File: src/besm_pkg.sv
package besm_pkg;

    // ------------------------------------------------------------
    // Sizes
    // ------------------------------------------------------------
    localparam int UADDR_W      = 12;                       // Microaddress width
    localparam int USTORE_DEPTH = 4096;                     // Control store words
    localparam int STACK_DEPTH  = 5;                        // Am2910 stack entries
    localparam int SP_W         = $clog2(STACK_DEPTH + 1);  // Pointer counts 0..5
    localparam int DATA_W       = 64;                       // Datapath and bus width
    localparam int NREGS        = 16;                       // Register file size
    localparam int RADDR_W      = $clog2(NREGS);            // Register address width
    localparam int RR_W         = 32;                       // Mode register width

    // ------------------------------------------------------------
    // Microword field encodings
    // ------------------------------------------------------------
    typedef enum logic [3:0] {
        SEQ_JZ   = 4'd0,            // Jump to zero, clear stack
        SEQ_CJS  = 4'd1,            // Conditional jump to subroutine
        SEQ_CJP  = 4'd3,            // Conditional jump via pipeline
        SEQ_CRTN = 4'd10,           // Conditional return
        SEQ_CONT = 4'd14            // Continue
    } t_seq_op;

    typedef enum logic [4:0] {
        COND_YES    = 5'd0,         // Always true
        COND_NORMB  = 5'd1,         // RR bit 1
        COND_RNDB   = 5'd2,         // RR bit 2
        COND_CT     = 5'd11,        // Stored zero flag
        COND_RUN    = 5'd16,        // Start level from outside
        COND_ARBRDY = 5'd21         // External bus ready
    } t_cond;

    typedef enum logic [2:0] {
        ALU_ADD   = 3'd0,
        ALU_SUB   = 3'd1,           // A minus B
        ALU_AND   = 3'd2,
        ALU_XOR   = 3'd3,
        ALU_PASSD = 3'd4            // D bus straight to Y
    } t_alu_op;

    typedef enum logic [1:0] {
        DSRC_EXT = 2'd0,            // External data word
        DSRC_IMM = 2'd1,            // A field, zero extended
        DSRC_RR  = 2'd2             // Mode register
    } t_dsrc;

    // Bit positions for a 41-bit word, sqi at the top
    typedef struct packed {
        t_seq_op              sqi;      // [40:37] Sequencer op
        logic [UADDR_W-1:0]   a;        // [36:25] Target or immediate
        t_cond                cond;     // [24:20] Condition select
        logic                 icc;      // [19] Invert condition
        t_alu_op              func;     // [18:16] ALU function
        logic                 alus;     // [15] B operand from D
        logic [RADDR_W-1:0]   ra;       // [14:11] Register A
        logic [RADDR_W-1:0]   rb;       // [10:7] Register B
        logic                 wrb;      // [6] Write Y to RB
        logic                 cem;      // [5] Load zero flag
        t_dsrc                dsrc;     // [4:3] D source
        logic                 ydst_rr;  // [2] Load RR from Y
        logic                 rd;       // [1] External read
        logic                 wr;       // [0] External write
    } t_microword;

    localparam int UWORD_W = $bits(t_microword);           // Stored word width

endpackage

File: src/microsequencer.sv
`timescale 1ns/10ps

module microsequencer import besm_pkg::*; (
    input  logic               clk,
    input  logic               reset,
    input  t_microword         i_uword,         // Current pipeline word
    input  logic               i_condition,     // Tested condition, after icc
    output logic [UADDR_W-1:0] o_uaddr          // Next microaddress
);

    logic [UADDR_W-1:0] upc;                    // Address of word in pipeline
    logic [UADDR_W-1:0] upc_inc;                // Fall-through address
    logic [UADDR_W-1:0] stack [STACK_DEPTH];    // Return addresses
    logic [SP_W-1:0]    sp;                     // Entries in use
    logic [SP_W-1:0]    top_idx;                // Index of stack top
    logic               full;
    logic               push;
    logic               pop;
    logic               clear;                  // JZ empties the stack

    assign upc_inc = upc + UADDR_W'(1);
    assign full    = (sp == SP_W'(STACK_DEPTH));
    assign top_idx = (sp == '0) ? '0 : sp - SP_W'(1);   // Empty reads entry 0

    // ------------------------------------------------------------
    // Next address select
    // ------------------------------------------------------------
    always_comb begin
        o_uaddr = upc_inc;                      // Default continue
        push    = 1'b0;
        pop     = 1'b0;
        clear   = 1'b0;
        case (i_uword.sqi)
            SEQ_JZ: begin
                o_uaddr = '0;
                clear   = 1'b1;
            end
            SEQ_CJS: if (i_condition) begin
                o_uaddr = i_uword.a;
                push    = ~full;                // Full stack drops the push
            end
            SEQ_CJP: if (i_condition) begin
                o_uaddr = i_uword.a;
            end
            SEQ_CRTN: if (i_condition) begin
                o_uaddr = stack[top_idx];
                pop     = (sp != '0);
            end
            SEQ_CONT: o_uaddr = upc_inc;
            default:  o_uaddr = upc_inc;        // Unused codes continue
        endcase
    end

    // ------------------------------------------------------------
    // uPC and stack pointer
    // ------------------------------------------------------------
    always_ff @(posedge clk) begin
        if (reset) begin
            upc <= '0;
            sp  <= '0;
        end else begin
            upc <= o_uaddr;                     // Tracks the fetched word
            if (clear)     sp <= '0;
            else if (push) sp <= sp + SP_W'(1);
            else if (pop)  sp <= sp - SP_W'(1);
        end
    end

    always_ff @(posedge clk) begin
        if (push) stack[sp] <= upc_inc;         // Return past the CJS
    end

endmodule

File: config.mk
export PLATFORM = sky130hd
export DESIGN_NAME = microsequencer
export DESIGN_NICKNAME = d
export VERILOG_FILES = /design/src/besm_pkg.sv /design/src/microsequencer.sv
export SDC_FILE = /design/constraint.sdc
export NUM_CORES = 1
export LEC_CHECK = 0
export BUFFER_PORTS_ARGS = -buffer_cell sky130_fd_sc_hd__buf_2
export CELL_PAD_IN_SITES_DETAIL_PLACEMENT = 1
export CELL_PAD_IN_SITES_GLOBAL_PLACEMENT = 2
export CORE_ASPECT_RATIO = 0.7
export CORE_UTILIZATION = 38
export CTS_CLUSTER_DIAMETER = 60
export DETAILED_ROUTE_END_ITERATION = 7
export GPL_ROUTABILITY_DRIVEN = 0
export PLACE_DENSITY_LB_ADDON = 0.3
export SYNTH_ARGS = -nofsm -noshare
export SYNTH_HDL_FRONTEND = slang
export SYNTH_SLANG_ARGS = --single-unit
File: constraint.sdc
create_clock -name clk -period 2.8 [get_ports clk]
set_input_delay 0.28 -clock clk [delete_from_list [all_inputs] [get_ports clk]]
set_output_delay 0.28 -clock clk [all_outputs]
set_load 0.05 [all_outputs]
==> out/results.ini <==
[route]
vias = 2827
post_drt_wl_per_cell_microns = 21.79
dr.pass1.iters = 4
ant_nets = 0
drt_wl_total_mm = 10.63
via_per_inst = 5.793
drt_iter0_markers = 118
route.detailed.drc = 0

[clock_tree]
clock-root-buffer = clkbuf_16
worstSkewPairLatency_ps = 330
htreeDepth = 3
cts_tree = built
numCtsBuffers = 9
cts.sinks = 75
cts_max_path_buffers = 2
clk_pin_slew_worst_paths_ps = 60

[logic_synthesis]
synthMuxAreaShare_pct = 6.918
yosysTopAreaCellShare_pct = 46.77
yosys.area_share.simple_pct = 14.42
synth_fa_ha_area_share_pct = 1.624
synth-async-reset-ratio_pct = 0
synth_edf_count = 60
synth_top_family_by_area = compound AO/OA/AOI/OAI gates
ys_seq_elements = 75
syn_nets = 364
synth.distinct_cells = 57
synth-seq-area-share_pct = 54.56
syn_area_per_cell_sq_um = 12.23
synth_area_leaders = edfxtp_1 47%, dfxtp_1 7.8%, mux2i_1 6.0%
synthCells = 315
synth_compound_area_share_pct = 17.67
yosys_most_used_dff = edfxtp_1
synth_xor_area_share_pct = 1.137
yosysWarningCount = 0
synth_top_area_cell = edfxtp_1
netlist_area_sq_um = 3852

[grt]
grt_usage_pct = 21.62
grt_overflow = 0
grt_pass1_wl_mm = 16.44
antenna_found_initial = 0
grt_max_degree = 30
grt_pass1_vias = 2823

[setup_path]
rr_worst_depth = 6
worstReg2RegStart = sp[0]
crit_path_start_kind = flop
critPathMaxFanout = 6
crit_path_end_kind = output pin
required_ps = 2520
criticalPathCategory = reg2out
timing.rr.end = stack[4][9]
critPathArrivalTime_ps = 2440
reg2reg_slack_ps = 730

[power_and_ir_drop]
cellPowerDensity_nw_per_um2 = 584.9
p_int_mw = 2.038
netSwitchingPower_mw = 0.6070
leakagePower_nw = 1.540
combinationalPowerShare_pct = 10.0
pwr-share-seq_pct = 46.6
pwr-share-clk_pct = 43.4
swShare_pct = 22.95
vdd_drop_max_uv = 361.6

[final_layout]
antenna_cells = 0
multi_input_area_sq_um = 1650
drive_above_1_share_pct = 26.11
layout_commonest_cell = edfxtp_1
area_growth_pct = 17.38
layout_common_cells = 60 x edfxtp_1, 26 x buf_2, 23 x mux2i_1
regArea_sq_um = 2106
nets = 404
final_area_sq_um = 4522
fillers = 1047

[placed_design]
io_buffers = 30
place_area_sq_um = 4167
dp_hpwl_mm = 7.344

[timing]
fin_skew_ps = 7.473
rsz0062_at_grt = false
max_freq_mhz = 368.1
finalSetupViolations = 0
fin_tns_setup_ps = 0
fin_crit_sh_pct = 97.02
maxSlewViolCount = 0
slew_headroom_pct = 51.86
finalHoldViolCount = 0
tightest_slew_ps = 712.8
period_needed_ps = 2717

[outcome]
outcome = finished, final reports clean

[worst_hold_path]
min_to = upc[9]
min-delay-start = i_uword[34]
hp-class = in2reg
hold-path-cell-count = 3

[floorplanning]
die_area_sq_um = 10550
io_pins = 56
start_util_pct = 39.47
core_sq_um = 9759
num_rows = 30
die_w_microns = 122.3
die_height_microns = 86.24

[run]
cap_violations = 0

==> repair_timing <==
item | CTS | global route
buffers inserted | 0 | 1
setup endpoints to repair | 12 | 9
hold buffers | 0 | 0
resized for setup | 8 | 7
pin swaps | 0 | 4
==> layer usage <==
layer,global-route usage (%),up-vias,routed length (microns)
met5,0,-,0
met4,6.652,0,104
met3,4.079,9,665
met2,32.79,78,4677
met1,31.25,1426,5186
li1,-,1314,-
==> sequential cells by signal, indices dropped and copies added (netlist names) <==
register and count:
stack 60, upc 12, sp 3
==> critical path, stage by stage, from the launching register on <==
cell and delay (ps):
dfxtp_1 370, inv_2 90, ha_1 250, nor3b_4 190, buf_4 180, nor3b_4 350, o211ai_1 200, a21oi_1 230
buf_4 230
==> worst max-delay path by stage <==
| stage | startpoint | endpoint | depth (start not counted) |
|---|---|---|---|
| global placement | sp[1] | o_uaddr[9] | 7 |
| CTS | sp[1] | o_uaddr[11] | 8 |
| detailed placement | sp[1] | o_uaddr[9] | 7 |
| global route | sp[0] | o_uaddr[11] | 8 |
| floorplan | sp[0] | o_uaddr[5] | 8 |
| finish | sp[0] | o_uaddr[11] | 8 |
==> power by group through the flow <==
stage               clock [mW]  combinational (mW)  sequential, mW
CTS                       1.17               0.262            1.23
global route              1.21               0.281            1.23
detailed placement           0               0.257            1.26
global placement             0               0.251            1.26
finish                    1.15               0.264            1.23
floorplan                    0               0.184            1.25
==> layout make-up <==
type	count	area share, %
clock buffer	13	5.755
inverter	7	0.5811
timing repair buffer	46	6.198
sequential	75	46.57
multi-input combinational	216	36.50
tap	128	3.542
clock inverter	3	0.8578
==> synth_stat cells, types with 3 or more instances <==
cell and number:
a211oi_1 4, buf_2 4, nand2_1 15, a21oi_1 13
nor2_1 11, buf_6 3, inv_1 7, o31a_1 3
nor3_1 3, o221ai_1 6, a211oi_2 8, nand4_1 3
nand3_1 14, nor4_1 5, o21a_1 3, or2_2 8
nand3b_1 6, a2bb2oi_1 4, o21bai_1 4, nand2b_1 8
clkbuf_1 3, ha_1 5, a31oi_1 4, o22ai_1 3
o21ai_0 5, xnor2_1 4, nor2b_1 4, buf_4 6
dfxtp_1 15, o211ai_1 11, a22oi_1 11, edfxtp_1 60
mux2i_1 23
==> stage by stage <==
step                std cells  setup slack [ps]  power, mW  hold WS [ps]  utilization (%)
floorplan                 315             85.61      1.436         419.8                -
global placement          471             191.0      1.507         535.2            42.69
detailed placement        471             105.7      1.513         546.9            42.69
CTS                       487             7.646      2.665         196.1            46.06
global route              488             6.085      2.728         223.0            46.33
finish                    488             83.33      2.645         213.7            46.33
==> cell families (layout without fill, tap and decap cells) <==
logic type	Yosys count	after routing
DFF	75	75
and+or+nand+nor	92	92
AOI/OAI and AO/OA	88	88
adders and majority gates	5	5
xor gates and xnor gates	5	5
buffers and inverters	24	69
muxes	26	26
Note: power is estimated with default switching activity, not from simulation.
