===== config.mk =====
export PLATFORM = sky130hd
export DESIGN_NAME = datapath
export DESIGN_NICKNAME = d
export VERILOG_FILES = /design/src/besm_pkg.sv /design/src/datapath.sv
export SDC_FILE = /design/constraint.sdc
export NUM_CORES = 2
export LEC_CHECK = 0
export BUFFER_PORTS_ARGS = -buffer_cell sky130_fd_sc_hd__buf_2
export CORE_MARGIN = 2
export CORE_UTILIZATION = 62
export CTS_BUF_LIST = sky130_fd_sc_hd__clkbuf_16
export DETAILED_ROUTE_END_ITERATION = 12
export PLACE_DENSITY = 0.79
export SKIP_CTS_REPAIR_TIMING = 1
export SYNTH_ARGS = -nofsm -noshare
export SYNTH_HDL_FRONTEND = slang
export SYNTH_SLANG_ARGS = --single-unit

===== constraint.sdc =====
create_clock -name clk -period 11 [get_ports clk]
set_input_delay 1.1 -clock clk [delete_from_list [all_inputs] [get_ports clk]]
set_output_delay 1.1 -clock clk [all_outputs]
set_load 0.05 [all_outputs]

===== src/besm_pkg.sv =====
package besm_pkg;

    // ------------------------------------------------------------
    // Sizes
    // ------------------------------------------------------------
    localparam int UADDR_W      = 12;                       // Microaddress width
    localparam int USTORE_DEPTH = 4096;                     // Control store words
    localparam int STACK_DEPTH  = 5;                        // Am2910 stack entries
    localparam int SP_W         = $clog2(STACK_DEPTH + 1);  // Pointer counts 0..5
    localparam int DATA_W       = 64;                       // Datapath and bus width
    localparam int NREGS        = 16;                       // Register file size
    localparam int RADDR_W      = $clog2(NREGS);            // Register address width
    localparam int RR_W         = 32;                       // Mode register width

    // ------------------------------------------------------------
    // Microword field encodings
    // ------------------------------------------------------------
    typedef enum logic [3:0] {
        SEQ_JZ   = 4'd0,            // Jump to zero, clear stack
        SEQ_CJS  = 4'd1,            // Conditional jump to subroutine
        SEQ_CJP  = 4'd3,            // Conditional jump via pipeline
        SEQ_CRTN = 4'd10,           // Conditional return
        SEQ_CONT = 4'd14            // Continue
    } t_seq_op;

    typedef enum logic [4:0] {
        COND_YES    = 5'd0,         // Always true
        COND_NORMB  = 5'd1,         // RR bit 1
        COND_RNDB   = 5'd2,         // RR bit 2
        COND_CT     = 5'd11,        // Stored zero flag
        COND_RUN    = 5'd16,        // Start level from outside
        COND_ARBRDY = 5'd21         // External bus ready
    } t_cond;

    typedef enum logic [2:0] {
        ALU_ADD   = 3'd0,
        ALU_SUB   = 3'd1,           // A minus B
        ALU_AND   = 3'd2,
        ALU_XOR   = 3'd3,
        ALU_PASSD = 3'd4            // D bus straight to Y
    } t_alu_op;

    typedef enum logic [1:0] {
        DSRC_EXT = 2'd0,            // External data word
        DSRC_IMM = 2'd1,            // A field, zero extended
        DSRC_RR  = 2'd2             // Mode register
    } t_dsrc;

    // Bit positions for a 41-bit word, sqi at the top
    typedef struct packed {
        t_seq_op              sqi;      // [40:37] Sequencer op
        logic [UADDR_W-1:0]   a;        // [36:25] Target or immediate
        t_cond                cond;     // [24:20] Condition select
        logic                 icc;      // [19] Invert condition
        t_alu_op              func;     // [18:16] ALU function
        logic                 alus;     // [15] B operand from D
        logic [RADDR_W-1:0]   ra;       // [14:11] Register A
        logic [RADDR_W-1:0]   rb;       // [10:7] Register B
        logic                 wrb;      // [6] Write Y to RB
        logic                 cem;      // [5] Load zero flag
        t_dsrc                dsrc;     // [4:3] D source
        logic                 ydst_rr;  // [2] Load RR from Y
        logic                 rd;       // [1] External read
        logic                 wr;       // [0] External write
    } t_microword;

    localparam int UWORD_W = $bits(t_microword);           // Stored word width

endpackage


===== src/datapath.sv =====
`timescale 1ns/10ps

module datapath import besm_pkg::*; (
    input  logic              clk,
    input  logic              reset,
    input  t_microword        i_uword,
    input  logic [DATA_W-1:0] i_data,           // External word
    input  logic [RR_W-1:0]   i_rr,             // Mode register
    output logic [DATA_W-1:0] o_y,              // ALU result
    output logic              o_zero,           // Stored Y-is-zero
    output logic [DATA_W-1:0] o_ad,             // Registered write data
    output logic              o_wr,             // Write strobe, one cycle late
    output logic              o_rd              // Read strobe
);

    logic [DATA_W-1:0] regs [NREGS];            // Register file
    logic [DATA_W-1:0] d_bus;                   // D source
    logic [DATA_W-1:0] op_a;                    // Register RA
    logic [DATA_W-1:0] op_b;                    // RB or D
    logic [DATA_W-1:0] y;
    logic              zero_q;

    // ------------------------------------------------------------
    // D bus select
    // ------------------------------------------------------------
    always_comb begin
        case (i_uword.dsrc)
            DSRC_EXT: d_bus = i_data;
            DSRC_IMM: d_bus = DATA_W'(i_uword.a);   // Zero extend
            DSRC_RR:  d_bus = DATA_W'(i_rr);
            default:  d_bus = '0;
        endcase
    end

    // ------------------------------------------------------------
    // Operands and ALU
    // ------------------------------------------------------------
    assign op_a = regs[i_uword.ra];
    assign op_b = i_uword.alus ? d_bus : regs[i_uword.rb];

    always_comb begin
        case (i_uword.func)
            ALU_ADD:   y = op_a + op_b;
            ALU_SUB:   y = op_a - op_b;         // Zero when equal
            ALU_AND:   y = op_a & op_b;
            ALU_XOR:   y = op_a ^ op_b;
            ALU_PASSD: y = d_bus;
            default:   y = op_a;                // Unused codes pass A
        endcase
    end

    assign o_y = y;

    // Register write on wrb
    always_ff @(posedge clk) begin
        if (i_uword.wrb) regs[i_uword.rb] <= y;
    end

    // ------------------------------------------------------------
    // Zero flag and bus strobes
    // ------------------------------------------------------------
    always_ff @(posedge clk) begin
        if (reset) begin
            zero_q <= 1'b0;
            o_wr   <= 1'b0;
        end else begin
            if (i_uword.cem) zero_q <= (y == '0);
            o_wr <= i_uword.wr;
        end
    end

    always_ff @(posedge clk) begin
        if (i_uword.wr) o_ad <= y;              // Held until next write
    end

    assign o_zero = zero_q;
    assign o_rd   = i_uword.rd;                 // Same cycle as sampling

endmodule


==> results.md <==
- At the end of routability-driven placement, the weighted congestion stood at 1.04.
- The tree built by TritonCTS fans out to 1090 sinks.
- Clock-pin slew was measured on the worst setup and hold paths at 0.06 ns.
- The sequential cells in the finished layout cover a total of 32700 um2.
- Once the floorplan was initialized, standard cells occupied 62.7% of the core.
- The placed wire-length estimate is 140000 um.
- Of the total power, the clock network draws 32.3%.
- The mapped cell area is 59500 um2.
- The worst setup path is captured at an output pin.
- The run finished, with violations left.
- The die width is 314 um.
- The instance area after placement is 63000 um2.
- The total power divided by cell area is 171 nW/um2.
- The vias per cell is 7.81.
- The Yosys step of the flow raised 0 warnings.
- After floorplanning, the core was divided into 113 placement rows.
- Combinational logic is responsible for 24.2% of the overall power.
- The number of antenna-violating nets in the routed design is 0.
- Setup repair after global routing left no endpoint under its margin.
- The number of iterations in the first detailed-routing pass is 8.
- The worst register-to-register path has a setup slack of 2.52 ns.
- The dominant synthesized flop cell is sky130_fd_sc_hd__edfxtp_1.
- The number of nets in the layout is 4514.
- The critical path is of the in -> out type.
- The final setup violation count is 0.
- The global routing usage on met2 is 64.3%.
- The number of buffers added on ports is 256.
- For this run, global-route usage on met3 was measured as 13.7%.
- The achievable clock frequency is 0.0942 GHz.
- The number of global-route vias before repair is 42485.
- The analysis attributes to cell leakage a power of 23.3 nW.
- The worst setup path is launched from an input port.
- The cell-internal power is 7.79 mW.
- For the worst setup path, the data arrival time is 9.51 ns.
- The count of flip-flops with a built-in enable after synthesis is 1088.
- The remaining max-slew budget at the tightest pin is -4.02%.
- The number of hold-slack violations in the final timing report is 0.
- The first global-routing pass estimated 303000 um of wire.
- The cell chosen for the clock root is sky130_fd_sc_hd__clkbuf_16.
- Across the run, the number of max-cap violations was 1.
- The core region is 95000 um2.
- After synthesis the netlist holds a flip-flop and latch count of 1090.
- The worst hold path class is reg -> reg.
- The final clock skew is 0.0491 ns.
- Entering global routing, the biggest net connects 75 pins.
- Of all nets on the critical path, the largest fanout is 71.
- The total overflow left after global routing is 0.
- The global routing met1 resource utilization is 57.2%.
- The mean post-synth cell area is 15.1 um2.
- The power share of the sequential group is 43.5%.
- Counting flops with an async set or reset pin after synthesis yields a share of 0%.
- The setup TNS is 0 ns.
- The worst vdd rail ir drop is 0.183 mV.
- The number of pins exceeding their max-slew limit in the final report is 21.
- The clock tree from TritonCTS is done.
- The number of antenna violations at the first check in global routing is 13.
- The cell count after synthesis came out at 3950.
- The via count of the routed design is 43794.
- The sequential cell area fraction in the yosys report is 55.0%.
- The first routing iteration left 7993 violations.
- The worst path uses 96.5% of the clock period.
- The combined area of the multi-input logic cells is 25400 um2.
- The average wire length per cell after detail routing is 38.3 um.
- In this run, distinct cell masters in the synthesized netlist total 94.
- The all-layer global routing usage is 43.6%.
- The proportion of layout cells with a drive suffix above 1 is 28.6%.
- The slew at the pin closest to its max-slew limit is 1.56 ns.
- The number of buffers created by CTS is 107.
- STA puts the critical path data required time at 9.90 ns.
- At the later pin of the worst-skew pair, clock insertion delay measures 0.75 ns.
- The floorplan step defined a die boundary enclosing 98500 um2.
- The maximum level of the CTS H-tree is 3.
- Summed over all layers, the routed wires come to 215000 um.
- The time the worst path needs with I/O delays and setup is 10.61 ns.
- For this run, design rule violations remaining after detail routing come to 0.
- The switching power of the nets is 3.59 mW.
- The number of fill cells is 6140.
- The number of nets handed over by synthesis was 4218.
- The maximum number of buffers from clock root to sink is 3.
- The net switching fraction of the power is 31.5%.
- The cell area after layout is 66500 um2.
- The final reports fail on capacitance limit, slew limit.
- The layer flagged by global routing as most heavily used is met2.
- The growth of design area from synthesis to finish is 11.8%.
- The vertical extent of the die is 314 um.
- The number of top-level pins is 270.
## logic make-up after synthesis
group	count (synthesis)	synth area share [%]
buffers and inverters	360	2.82
AO/OA/AOI/OAI	833	9.44
adder cells (fa/ha/maj)	129	2.72
multiplexers	783	23.2
AND/OR/NAND/NOR	660	5.46
XOR/XNOR	95	1.40
flip-flops	1090	55.0
## path summary, 6_finish.rpt
kind,from,end,cells past startpoint
worst max-delay path,i_uword[8],o_y[63],28
worst min-delay path,o_zero,o_zero,1
worst max register to register,regs[8][17],o_zero,27
worst min register to register,o_zero,o_zero,1
## flip-flops by register name, indices dropped and copies added (netlist names)
name,flops
o_ad,64
o_wr,1
regs,1024
o_zero,1
## final cells by class
class / count / area share, %
tap: 1265 / 2.38
multi-input combinational: 2500 / 38.1
inverter: 71 / 0.404
clock buffer: 107 / 4.03
timing repair buffer: 476 / 4.61
antenna: 5 / 0.0188
clock inverter: 90 / 1.26
sequential: 1090 / 49.2
## routing by layer
metal	routed length [um]	vias up
met5	78	-
met4	15900	14
met3	33700	900
li1	-	16910
met2	94700	4402
met1	70300	21568
## power groups by stage
stage | Clock [mW] | Combinational [mW] | Sequential, mW
2_1_floorplan | 0 | 1.58 | 5.17
3_3_place_gp | 0 | 2.62 | 5.03
3_5_place_dp | 0 | 2.65 | 5.04
4_1_cts | 3.68 | 2.67 | 4.95
5_1_grt | 3.82 | 2.86 | 4.96
6_report | 3.67 | 2.75 | 4.95
## stage by stage
step / setup slack, ns / power, mW / hold WS [ns] / util [%] / std cells
3_3_place_gp: 0.821 / 7.65 / 0.515 / 66.3 / 5402
2_1_floorplan: 0.783 / 6.75 / 0.767 / - / 3950
5_1_grt: 0.106 / 11.6 / 0.552 / 70.0 / 5601
3_5_place_dp: 0.749 / 7.68 / 0.509 / 66.3 / 5402
6_report: 0.388 / 11.4 / 0.535 / 70.0 / 5604
4_1_cts: 0.730 / 11.3 / 0.522 / 70.0 / 5599
## cell usage after synthesis (29+ instances only)
library cell / number / area, um2
sky130_fd_sc_hd__o21ai_0: 157 / 786
sky130_fd_sc_hd__o22ai_1: 89 / 557
sky130_fd_sc_hd__nand3_1: 35 / 175
sky130_fd_sc_hd__edfxtp_1: 1088 / 32700
sky130_fd_sc_hd__buf_1: 42 / 158
sky130_fd_sc_hd__buf_2: 55 / 275
sky130_fd_sc_hd__a21oi_1: 192 / 961
sky130_fd_sc_hd__mux4_2: 472 / 10600
sky130_fd_sc_hd__nand2_1: 217 / 815
sky130_fd_sc_hd__clkbuf_1: 149 / 559
sky130_fd_sc_hd__ha_1: 128 / 1600
sky130_fd_sc_hd__a22oi_1: 30 / 225
sky130_fd_sc_hd__nand4_1: 35 / 219
sky130_fd_sc_hd__mux2_2: 50 / 563
sky130_fd_sc_hd__xor2_1: 37 / 324
sky130_fd_sc_hd__a211oi_1: 29 / 218
sky130_fd_sc_hd__xnor2_1: 58 / 508
sky130_fd_sc_hd__inv_1: 66 / 248
sky130_fd_sc_hd__a21o_1: 32 / 240
sky130_fd_sc_hd__mux2i_1: 258 / 2580
sky130_fd_sc_hd__nor3_1: 30 / 150
sky130_fd_sc_hd__nor2_1: 151 / 567
## cells in the final DEF (no fill, tap or decap), types with 17 or more instances in the layout
master	count
sky130_fd_sc_hd__a211oi_1	27
sky130_fd_sc_hd__a21o_1	32
sky130_fd_sc_hd__a21oi_1	192
sky130_fd_sc_hd__a22o_1	26
sky130_fd_sc_hd__a22oi_1	30
sky130_fd_sc_hd__a31oi_1	24
sky130_fd_sc_hd__and2_1	26
sky130_fd_sc_hd__and3_1	25
sky130_fd_sc_hd__buf_2	247
sky130_fd_sc_hd__buf_4	218
sky130_fd_sc_hd__clkbuf_16	107
sky130_fd_sc_hd__clkinv_1	20
sky130_fd_sc_hd__clkinv_2	19
sky130_fd_sc_hd__edfxtp_1	1088
sky130_fd_sc_hd__ha_1	128
sky130_fd_sc_hd__inv_1	89
sky130_fd_sc_hd__mux2_2	50
sky130_fd_sc_hd__mux2i_1	258
sky130_fd_sc_hd__mux4_2	472
sky130_fd_sc_hd__nand2_1	216
sky130_fd_sc_hd__nand2b_1	21
sky130_fd_sc_hd__nand3_1	35
sky130_fd_sc_hd__nand4_1	35
sky130_fd_sc_hd__nor2_1	128
sky130_fd_sc_hd__nor2_4	20
sky130_fd_sc_hd__nor2b_1	18
sky130_fd_sc_hd__nor3_1	29
sky130_fd_sc_hd__nor4_1	17
sky130_fd_sc_hd__o211ai_1	25
sky130_fd_sc_hd__o21a_1	20
sky130_fd_sc_hd__o21ai_0	148
sky130_fd_sc_hd__o221ai_1	20
sky130_fd_sc_hd__o22ai_1	88
sky130_fd_sc_hd__o31ai_1	26
sky130_fd_sc_hd__or2_2	17
sky130_fd_sc_hd__or3_1	20
sky130_fd_sc_hd__xnor2_1	58
sky130_fd_sc_hd__xor2_1	37
## worst max-delay path, stage by stage
cell and delay (ns):
sky130_fd_sc_hd__buf_8 0.51, sky130_fd_sc_hd__buf_12 0.41, sky130_fd_sc_hd__mux4_2 0.37, sky130_fd_sc_hd__mux2i_1 0.45
sky130_fd_sc_hd__a21oi_1 0.39, sky130_fd_sc_hd__nor3_1 0.50, sky130_fd_sc_hd__nand3_1 0.25, sky130_fd_sc_hd__or3_1 0.56
sky130_fd_sc_hd__or2b_1 0.39, sky130_fd_sc_hd__nor2_4 0.22, sky130_fd_sc_hd__nand3_2 0.24, sky130_fd_sc_hd__o31ai_1 0.35
sky130_fd_sc_hd__xor2_1 0.19, sky130_fd_sc_hd__ha_1 0.34, sky130_fd_sc_hd__a21o_1 0.23, sky130_fd_sc_hd__a21o_1 0.18
sky130_fd_sc_hd__a21oi_1 0.27, sky130_fd_sc_hd__o21ai_0 0.18, sky130_fd_sc_hd__a2bb2oi_1 0.16, sky130_fd_sc_hd__o31ai_1 0.11
sky130_fd_sc_hd__buf_4 0.19, sky130_fd_sc_hd__o311ai_0 0.40, sky130_fd_sc_hd__nand2b_1 0.12, sky130_fd_sc_hd__a21oi_1 0.21
sky130_fd_sc_hd__xor2_1 0.28, sky130_fd_sc_hd__nand2_1 0.14, sky130_fd_sc_hd__nand2b_1 0.33, sky130_fd_sc_hd__buf_2 0.34
Power figures use the tool's default switching activity.
