===== src/besm_pkg.sv =====
package besm_pkg;

    // ------------------------------------------------------------
    // Sizes
    // ------------------------------------------------------------
    localparam int UADDR_W      = 12;                       // Microaddress width
    localparam int USTORE_DEPTH = 4096;                     // Control store words
    localparam int STACK_DEPTH  = 5;                        // Am2910 stack entries
    localparam int SP_W         = $clog2(STACK_DEPTH + 1);  // Pointer counts 0..5
    localparam int DATA_W       = 64;                       // Datapath and bus width
    localparam int NREGS        = 16;                       // Register file size
    localparam int RADDR_W      = $clog2(NREGS);            // Register address width
    localparam int RR_W         = 32;                       // Mode register width

    // ------------------------------------------------------------
    // Microword field encodings
    // ------------------------------------------------------------
    typedef enum logic [3:0] {
        SEQ_JZ   = 4'd0,            // Jump to zero, clear stack
        SEQ_CJS  = 4'd1,            // Conditional jump to subroutine
        SEQ_CJP  = 4'd3,            // Conditional jump via pipeline
        SEQ_CRTN = 4'd10,           // Conditional return
        SEQ_CONT = 4'd14            // Continue
    } t_seq_op;

    typedef enum logic [4:0] {
        COND_YES    = 5'd0,         // Always true
        COND_NORMB  = 5'd1,         // RR bit 1
        COND_RNDB   = 5'd2,         // RR bit 2
        COND_CT     = 5'd11,        // Stored zero flag
        COND_RUN    = 5'd16,        // Start level from outside
        COND_ARBRDY = 5'd21         // External bus ready
    } t_cond;

    typedef enum logic [2:0] {
        ALU_ADD   = 3'd0,
        ALU_SUB   = 3'd1,           // A minus B
        ALU_AND   = 3'd2,
        ALU_XOR   = 3'd3,
        ALU_PASSD = 3'd4            // D bus straight to Y
    } t_alu_op;

    typedef enum logic [1:0] {
        DSRC_EXT = 2'd0,            // External data word
        DSRC_IMM = 2'd1,            // A field, zero extended
        DSRC_RR  = 2'd2             // Mode register
    } t_dsrc;

    // Bit positions for a 41-bit word, sqi at the top
    typedef struct packed {
        t_seq_op              sqi;      // [40:37] Sequencer op
        logic [UADDR_W-1:0]   a;        // [36:25] Target or immediate
        t_cond                cond;     // [24:20] Condition select
        logic                 icc;      // [19] Invert condition
        t_alu_op              func;     // [18:16] ALU function
        logic                 alus;     // [15] B operand from D
        logic [RADDR_W-1:0]   ra;       // [14:11] Register A
        logic [RADDR_W-1:0]   rb;       // [10:7] Register B
        logic                 wrb;      // [6] Write Y to RB
        logic                 cem;      // [5] Load zero flag
        t_dsrc                dsrc;     // [4:3] D source
        logic                 ydst_rr;  // [2] Load RR from Y
        logic                 rd;       // [1] External read
        logic                 wr;       // [0] External write
    } t_microword;

    localparam int UWORD_W = $bits(t_microword);           // Stored word width

endpackage


===== src/condition_unit.sv =====
`timescale 1ns/10ps

module condition_unit import besm_pkg::*; (
    input  logic              clk,
    input  logic              reset,
    input  t_microword        i_uword,
    input  logic [DATA_W-1:0] i_y,              // ALU result, RR source
    input  logic              i_zero,           // Stored zero flag
    input  logic              i_ready,          // External bus ready
    input  logic              i_run,            // Start level
    output logic              o_condition,      // To the sequencer
    output logic [RR_W-1:0]   o_rr              // To the D bus select
);

    logic [RR_W-1:0] rr;                        // Mode register
    logic            normb;                     // Normalization block
    logic            rndb;                      // Rounding block
    logic            condmux;                   // Selected source, before icc

    // ------------------------------------------------------------
    // Mode register
    // ------------------------------------------------------------
    always_ff @(posedge clk) begin
        if (reset) begin
            rr <= '0;
        end else if (i_uword.ydst_rr) begin
            rr <= i_y[RR_W-1:0];                // Low half of Y
        end
    end

    assign normb = rr[1];
    assign rndb  = rr[2];
    assign o_rr  = rr;

    // ------------------------------------------------------------
    // Condition multiplexer
    // ------------------------------------------------------------
    always_comb begin
        case (i_uword.cond)
            COND_YES:    condmux = 1'b1;
            COND_NORMB:  condmux = normb;
            COND_RNDB:   condmux = rndb;
            COND_CT:     condmux = i_zero;      // Stands in for CT
            COND_RUN:    condmux = i_run;
            COND_ARBRDY: condmux = i_ready;
            default:     condmux = 1'b1;        // Unused selects test true
        endcase
    end

    assign o_condition = condmux ^ i_uword.icc;

endmodule


===== config.mk =====
export PLATFORM = sky130hd
export DESIGN_NAME = condition_unit
export DESIGN_NICKNAME = d
export VERILOG_FILES = /design/src/besm_pkg.sv /design/src/condition_unit.sv
export SDC_FILE = /design/constraint.sdc
export NUM_CORES = 1
export LEC_CHECK = 0
export ABC_AREA = 1
export BUFFER_PORTS_ARGS = -buffer_cell sky130_fd_sc_hd__clkbuf_2
export CELL_PAD_IN_SITES_DETAIL_PLACEMENT = 0
export CELL_PAD_IN_SITES_GLOBAL_PLACEMENT = 1
export CORE_MARGIN = 5
export CORE_UTILIZATION = 21
export DETAILED_ROUTE_END_ITERATION = 7
export PLACE_DENSITY = 0.92
export SETUP_SLACK_MARGIN = 0.5
export SYNTH_ARGS = -nofsm -noshare
export SYNTH_HDL_FRONTEND = slang
export SYNTH_SLANG_ARGS = --single-unit

===== constraint.sdc =====
create_clock -name clk -period 2 [get_ports clk]
set_clock_uncertainty 0.15 [all_clocks]
set_input_delay 0.2 -clock clk [delete_from_list [all_inputs] [get_ports clk]]
set_output_delay 0.2 -clock clk [all_outputs]
set_load 0.01 [all_outputs]

==> results.md, run 1 <==
* Area of the core at 5540 µm²
* Layout overhead on the synthesized area at 67.08%
* Via Count at 1389
* Power Total at 1440 µW
* Class of the most critical setup path: reg -> out
* Outcome: finished clean
* Vias in the first global route at 1321
* Critical path required time at 1.65 ns
* Final Critical Period at 1.507 ns
* Library cell with the largest summed area after synthesis: dfxtp_1
* FF+latch count, synth at 32
* Number of buffers inserted during clock tree synthesis at 5
* Clock latency on the worst-skew pair at 0.27 ns
* Longest Clk Path Bufs at 2
* Non-Filler Cell Area, Final at 2019 µm²
* Ports at 143
* Post-synthesis net count at 277
* GRT busiest layer: met2
* Maximum fanout along the worst path at 2
* Diode insertion count for antenna repair at 0
* Fraction of synthesis flops using an asynchronous set or reset pin at 0%
* Worst r2r path cells at 3
* Crit path capture type: output port
* Sequential cell area fraction in the yosys report at 53.00%
* Vias per cell at 4.050
* CTS root buffer: clkbuf_8
* Initial antenna violation count at 0
* Startpoint of the lowest-slack register-to-register path: o_rr[1]$_SDFFE_PP0P_
* CTS tree: yes
* Relative slew slack at 54.02%
* Cell depth of the worst min-delay path at 3
* Buffers on Ports at 76
* Setup repair after global routing missed its margin: yes
* Start point of the worst min-delay path: i_y[21]
* Main area contributors after synthesis: dfxtp_1 53%, nand2_1 24%, a21oi_1 13%
* # nets final at 380
* Clock transition time at the flip-flop clock pins of the worst setup and hold paths at 0.07 ns
* Total leakage power at 0.001000 µW
* Slew Viols, Final at 0
* Final total negative setup slack at 0 ns
* Distinct cells, synth at 12
* Met2 capacity usage during global routing at 17.87%
* Flip-flop cell with the highest count after synthesis: dfxtp_1
* Final setup violating endpoints at 0
* Number of design rule violations left after detail routing at 0
* Slack of the worst reg-to-reg path at 1.10 ns
* Fraction of final layout cells sized beyond drive strength 1 at 33.95%
* Area after detailed placement at 1644 µm²
* Met3 usage at 3.939%
* Final cell count without fillers at 343
* Max reg flops at 32
* Clock sink count at 32
* Max Freq at 0.6636 GHz
* Width of the die at 85.87 µm
* 1st-iter DRT viols at 42
* Share of the clock period used by the worst path at 75.35%
* Router iterations before antenna repair at 4
* Largest vdd supply drop at 0.2907 mV
* Die boundary height at 85.87 µm
* GRT met1 Usage at 11.27%
* HP Class: in -> reg
* H-tree levels at 2
* Arrival @ worst endpoint at 1.16 ns
* Synth top cells by count: 76 x nand2_1, 32 x dfxtp_1, 31 x a21oi_1
* Number of enable flip-flop cells after synthesis at 0
* Critical register-to-register path endpoint: o_rr[1]$_SDFFE_PP0P_
* Most frequent cell after synthesis: nand2_1
* Global-route wire length before repair at 5996 µm
* Area of the mapped netlist at 1209 µm²
* GP Congestion at 0.8055
* Maximum number of pins on one net before global-route repair at 34
* Remaining global-route overflow at 0
* Avg Cell Area, Syn at 7.237 µm²
* Overall global routing resource usage at 10.26%
* Num rows at 27
* Dpl hpwl at 2408 µm
* Max Cap Violations at 0
* Worst-Margin Slew at 0.6896 ns
* Total Die Area at 7373 µm²
* Placed cell count at 307
* Drt wl/cell at 10.93 µm
* Hold Crit Endpoint: o_rr[21]$_SDFFE_PP0P_
* Kind of start point of the critical path: flop
* Detailed Route WL at 3749 µm
* Number of instances in the synthesized netlist at 167
* Power per standard cell area at 713.0 nW/µm²
* Top cell type's share of synthesized area at 53.00%
* Number of nets with antenna violations after routing at 0
* Synthesis warning total at 0
* Final-report hold violation count at 0
* Effective utilization at floorplan at 21.82%
layout by cell type, fill, tap and decap left out, types with 2 or more instances in the layout:
cell / instances
nand2_1: 76
a21oi_1: 31
inv_2: 2
inv_1: 8
clkbuf_8: 6
clkbuf_2: 75
nor2_1: 5
buf_4: 3
dfxtp_2: 2
dfxtp_1: 30
dlygate4sd3_1: 26
critical path: stages (launching register included):
cell     delay (ns)
dfxtp_2        0.32
inv_2          0.05
nand2_1        0.04
nand2_1        0.06
nand2_1        0.05
nand2_1        0.07
nand3_1        0.07
nand2_1        0.07
nand2_1        0.04
buf_2          0.13
per-stage QoR:
| step | setup WS (ns) | hold WS, ns | util, % |
|---|---|---|---|
| after floorplan | 0.8331 | 0.1191 | - |
| after global placement | 0.7080 | 0.2816 | 29.67 |
| after detailed placement | 0.7041 | 0.2900 | 29.67 |
| after CTS | 0.4929 | 0.0002452 | 35.89 |
| after global routing | 0.3894 | 0.005994 | 36.45 |
| final | 0.4930 | 0.01156 | 36.45 |
metal layers:
| layer | share of wire (%) | up-vias |
|---|---|---|
| met5 | 0 | - |
| met4 | 1.3 | 0 |
| met3 | 8.1 | 5 |
| met2 | 49 | 47 |
| met1 | 42 | 607 |
| li1 | - | 730 |
area by class of cell:
cell class	instances	area, µm²
clock inverter	1	7.507
clock buffer	7	86.33
sequential	32	643.1
inverter	10	37.54
tap	72	90.09
timing repair buffer	105	663.1
fill	582	3521
multi-input combinational	116	491.7
how the worst max path moves through the flow:
| stage | start | end | slack [ns] | depth (start not counted) |
|---|---|---|---|---|
| 6_report | o_rr[1]$_SDFFE_PP0P_ | o_condition | 0.49 | 9 |
| 5_1_grt | o_rr[1]$_SDFFE_PP0P_ | o_condition | 0.39 | 9 |
| 4_1_cts | o_rr[1]$_SDFFE_PP0P_ | o_condition | 0.49 | 9 |
| 3_5_place_dp | i_uword[20] | o_condition | 0.70 | 9 |
| 3_3_place_gp | i_uword[20] | o_condition | 0.71 | 9 |
| 2_1_floorplan | o_rr[1]$_SDFFE_PP0P_ | o_condition | 0.83 | 8 |
power by group:
part           internal, µW  switching [µW]  leakage (µW)
logic                   120             117      0.000691
registers               674            18.0      0.000265
clock network           279             232     0.0000445
total                  1070             367       0.00100
logic make-up (layout without fill, tap and decap cells):
logic type	after synthesis	count (layout)	share of synthesized area, %
AOI/OAI and AO/OA	33	33	14.29
and+or+nand+nor	83	83	26.09
DFF	32	32	53.00
buffers and inverters	19	123	6.625
what timing repair did:
item | CTS | global route
cloned | 0 | 0
pin swaps | 2 | 5
setup endpoints to repair | 1 | 1
endpoints found under the hold margin | 24 | 2
setup buffers | 1 | 1
hold buffers | 24 | 2
gates resized for setup | 4 | 2
No activity file was read; power rests on OpenSTA's default activity.
==> run 2, diff against run 1 <==
--- a/config.mk
+++ b/config.mk
@@ -10,9 +10,9 @@
 export CELL_PAD_IN_SITES_DETAIL_PLACEMENT = 0
 export CELL_PAD_IN_SITES_GLOBAL_PLACEMENT = 1
 export CORE_MARGIN = 5
-export CORE_UTILIZATION = 21
+export CORE_UTILIZATION = 18
 export DETAILED_ROUTE_END_ITERATION = 7
-export PLACE_DENSITY = 0.92
+export PLACE_DENSITY = 0.85
 export SETUP_SLACK_MARGIN = 0.5
 export SYNTH_ARGS = -nofsm -noshare
 export SYNTH_HDL_FRONTEND = slang
==> constraint.sdc (replaced) <==
create_clock -name clk -period 1.3 [get_ports clk]
set_clock_uncertainty 0.15 [all_clocks]
set_input_delay 0.13 -clock clk [delete_from_list [all_inputs] [get_ports clk]]
set_output_delay 0.13 -clock clk [all_outputs]
set_load 0.01 [all_outputs]
==> results.md, run 2 (synthesis results as in run 1) <==
* Maximum number of pins on one net before global-route repair at 18 (-47%)
* HP Class: in -> reg
* Most frequent standard cell in the layout excluding fill and tap cells: nand2_1
* Buffers on Ports at 76 (unchanged)
* Overall global routing resource usage at 8.305% (-2.0 points)
* Number of buffers inserted during clock tree synthesis at 5 (unchanged)
* # nets final at 361 (-5.0%)
* Worst r2r path cells at 4 (+1)
* Worst path buffer plus inverter count at 2 (unchanged)
* Slew Viols, Final at 0 (unchanged)
* Class of the most critical setup path: reg -> out
* GP Congestion at 0.6838 (-15%)
* Router iterations before antenna repair at 4 (unchanged)
* Clock latency on the worst-skew pair at 0.28 ns (about the same)
* Clock transition time at the flip-flop clock pins of the worst setup and hold paths at 0.07 ns (about the same)
* H-tree levels at 2 (unchanged)
* CTS tree: yes
* Worst-Margin Slew at 0.1969 ns (-0.4927 ns)
* Detailed Route WL at 3631 µm (-3.1%)
* Final-report hold violation count at 32 (+32)
* Relative slew slack at 86.87% (+33 points)
* Number of nets with antenna violations after routing at 0 (unchanged)
* Largest vdd supply drop at 0.4201 mV (+45%)
* Effective utilization at floorplan at 18.71% (-3.1 points)
* Final setup violating endpoints at 1 (+1)
* Die boundary height at 91.95 µm (+7.1%)
* Remaining global-route overflow at 0 (unchanged)
* Highest-delay cell along the critical path: dfxtp_2
* Kind of start point of the critical path: flop
* Slack of the worst reg-to-reg path at 0.40 ns (-0.70 ns)
* Diode insertion count for antenna repair at 0 (unchanged)
* Max reg flops at 32 (unchanged)
* Width of the die at 91.95 µm (+7.1%)
* Cell repeated most along the worst path: nand2_1
* Smallest setup slack after layout at -0.1329 ns (-0.6259 ns)
* 1st-iter DRT viols at 23 (-45%)
* Vias per cell at 3.982 (-1.7%)
* Crit path capture type: output port
* Arrival @ worst endpoint at 1.15 ns (about the same)
* DP Worst Slack at 0.1256 ns (-0.5785 ns)
* Area of the core at 6459 µm² (+17%)
* Fraction of final layout cells sized beyond drive strength 1 at 53.97% (+20 points)
* Power per standard cell area at 1087 nW/µm² (+52%)
* Total Die Area at 8454 µm² (+15%)
* Num rows at 29 (+7.4%)
* Number of design rule violations left after detail routing at 0 (unchanged)
* Ports at 143 (unchanged)
* Final Critical Period at 1.433 ns
* Setup repair after global routing missed its margin: yes
* Final total negative setup slack at -0.1329 ns (-0.1329 ns)
* Via Count at 1310 (-5.7%)
* Share of the clock period used by the worst path at 110.2%
* CTS root buffer: clkbuf_8
* Failing checks: hold timing, setup timing
* Dpl hpwl at 2697 µm (+12%)
* Clock sink count at 32 (unchanged)
* Longest Clk Path Bufs at 2 (unchanged)
* Critical path required time at 1.02 ns (-0.63 ns)
* Maximum fanout along the worst path at 2 (unchanged)
* Power Total at 2274 µW (+58%)
* Commonest non-fill, non-tap cells in the layout: 71 x nand2_1, 43 x clkbuf_2, 34 x buf_6
* Core utilization of the finished layout at 32.39% (-4.1 points)
* WHS at -0.08231 ns (-0.09388 ns)
* Total leakage power at 0.0009957 µW (-0.47%)
* Max Freq at 0.6979 GHz
* Outcome: complete, but fails checks
* CP delay by family, top: simple AND/OR/NAND/NOR gates
* Global-route wire length before repair at 5706 µm (-4.8%)
* Cell Chain, Critical Path: inv_2 > nand2_1 > nand2_1 > nand2_1 > nand2_2 > nand3_2 > nand2_1 > nand2_2 > buf_6
* Layout overhead on the synthesized area at 73.09%
* Initial antenna violation count at 0 (unchanged)
* Crit path depth at 9 (unchanged)
* Vias in the first global route at 1264 (-4.3%)
* Max Cap Violations at 0 (unchanged)
* Drt wl/cell at 11.04 µm (+0.97%)
* Worst stage delay on the critical path at 0.32 ns (about the same)
* Cell depth of the worst min-delay path at 3 (unchanged)
[run 2: worst paths after layout]
| check | start | to |
|---|---|---|
| worst max register to register | o_rr[29]$_SDFFE_PP0P_ | o_rr[29]$_SDFFE_PP0P_ |
| worst max-delay path | o_rr[1]$_SDFFE_PP0P_ | o_condition |
| worst min register to register | o_rr[16]$_SDFFE_PP0P_ | o_rr[16]$_SDFFE_PP0P_ |
| worst min-delay path | i_y[22] | o_rr[22]$_SDFFE_PP0P_ |
[run 2: cell type report]
| type | instances | area [µm²] |
|---|---|---|
| Fill cell | 704 | 4367 |
| Sequential cell | 32 | 680.7 |
| Timing Repair Buffer | 86 | 670.6 |
| Multi-Input combinational cell | 116 | 513.0 |
| Tap cell | 77 | 96.34 |
| Clock buffer | 7 | 86.33 |
| Inverter | 10 | 37.54 |
| Clock inverter | 1 | 7.507 |
[run 2: stage by stage]
step / instance area, µm² / hold WS, ns / instances
2_1_floorplan: 1212 / 0.04554 / 167
3_3_place_gp: 1692 / 0.2158 / 317
5_1_grt: 2092 / -0.09091 / 329
3_5_place_dp: 1692 / 0.2216 / 317
4_1_cts: 1854 / -0.09553 / 327
6_report: 2092 / -0.08231 / 329
[run 2: routing by layer]
layer	track usage [%]	up-vias	wire, µm
li1	-	686	-
met1	9.403	572	1573
met2	13.93	47	1696
met3	3.846	5	318
met4	2.599	0	43
met5	0	-	0
[run 2: report_power, final]
part / internal [µW] / total (µW) / switching [µW]
registers: 1050 / 1090 / 38.7
logic: 215 / 392 / 176
clock network: 430 / 798 / 367
total: 1690 / 2270 / 583
[run 2: tightest hold or removal path, delay by kind of cell]
kind	cells	cell delay, ns
compound gates	1	0.05
buf+inv	1	0.08
simple gates	1	0.05
[run 2: repair_timing]
item / CTS / global route
setup buffers: 2 / 2
pin swaps: 4 / 4
resized for setup: 34 / 73
endpoints found under the setup margin: 33 / 35
endpoints found under the hold margin: 32 / 32
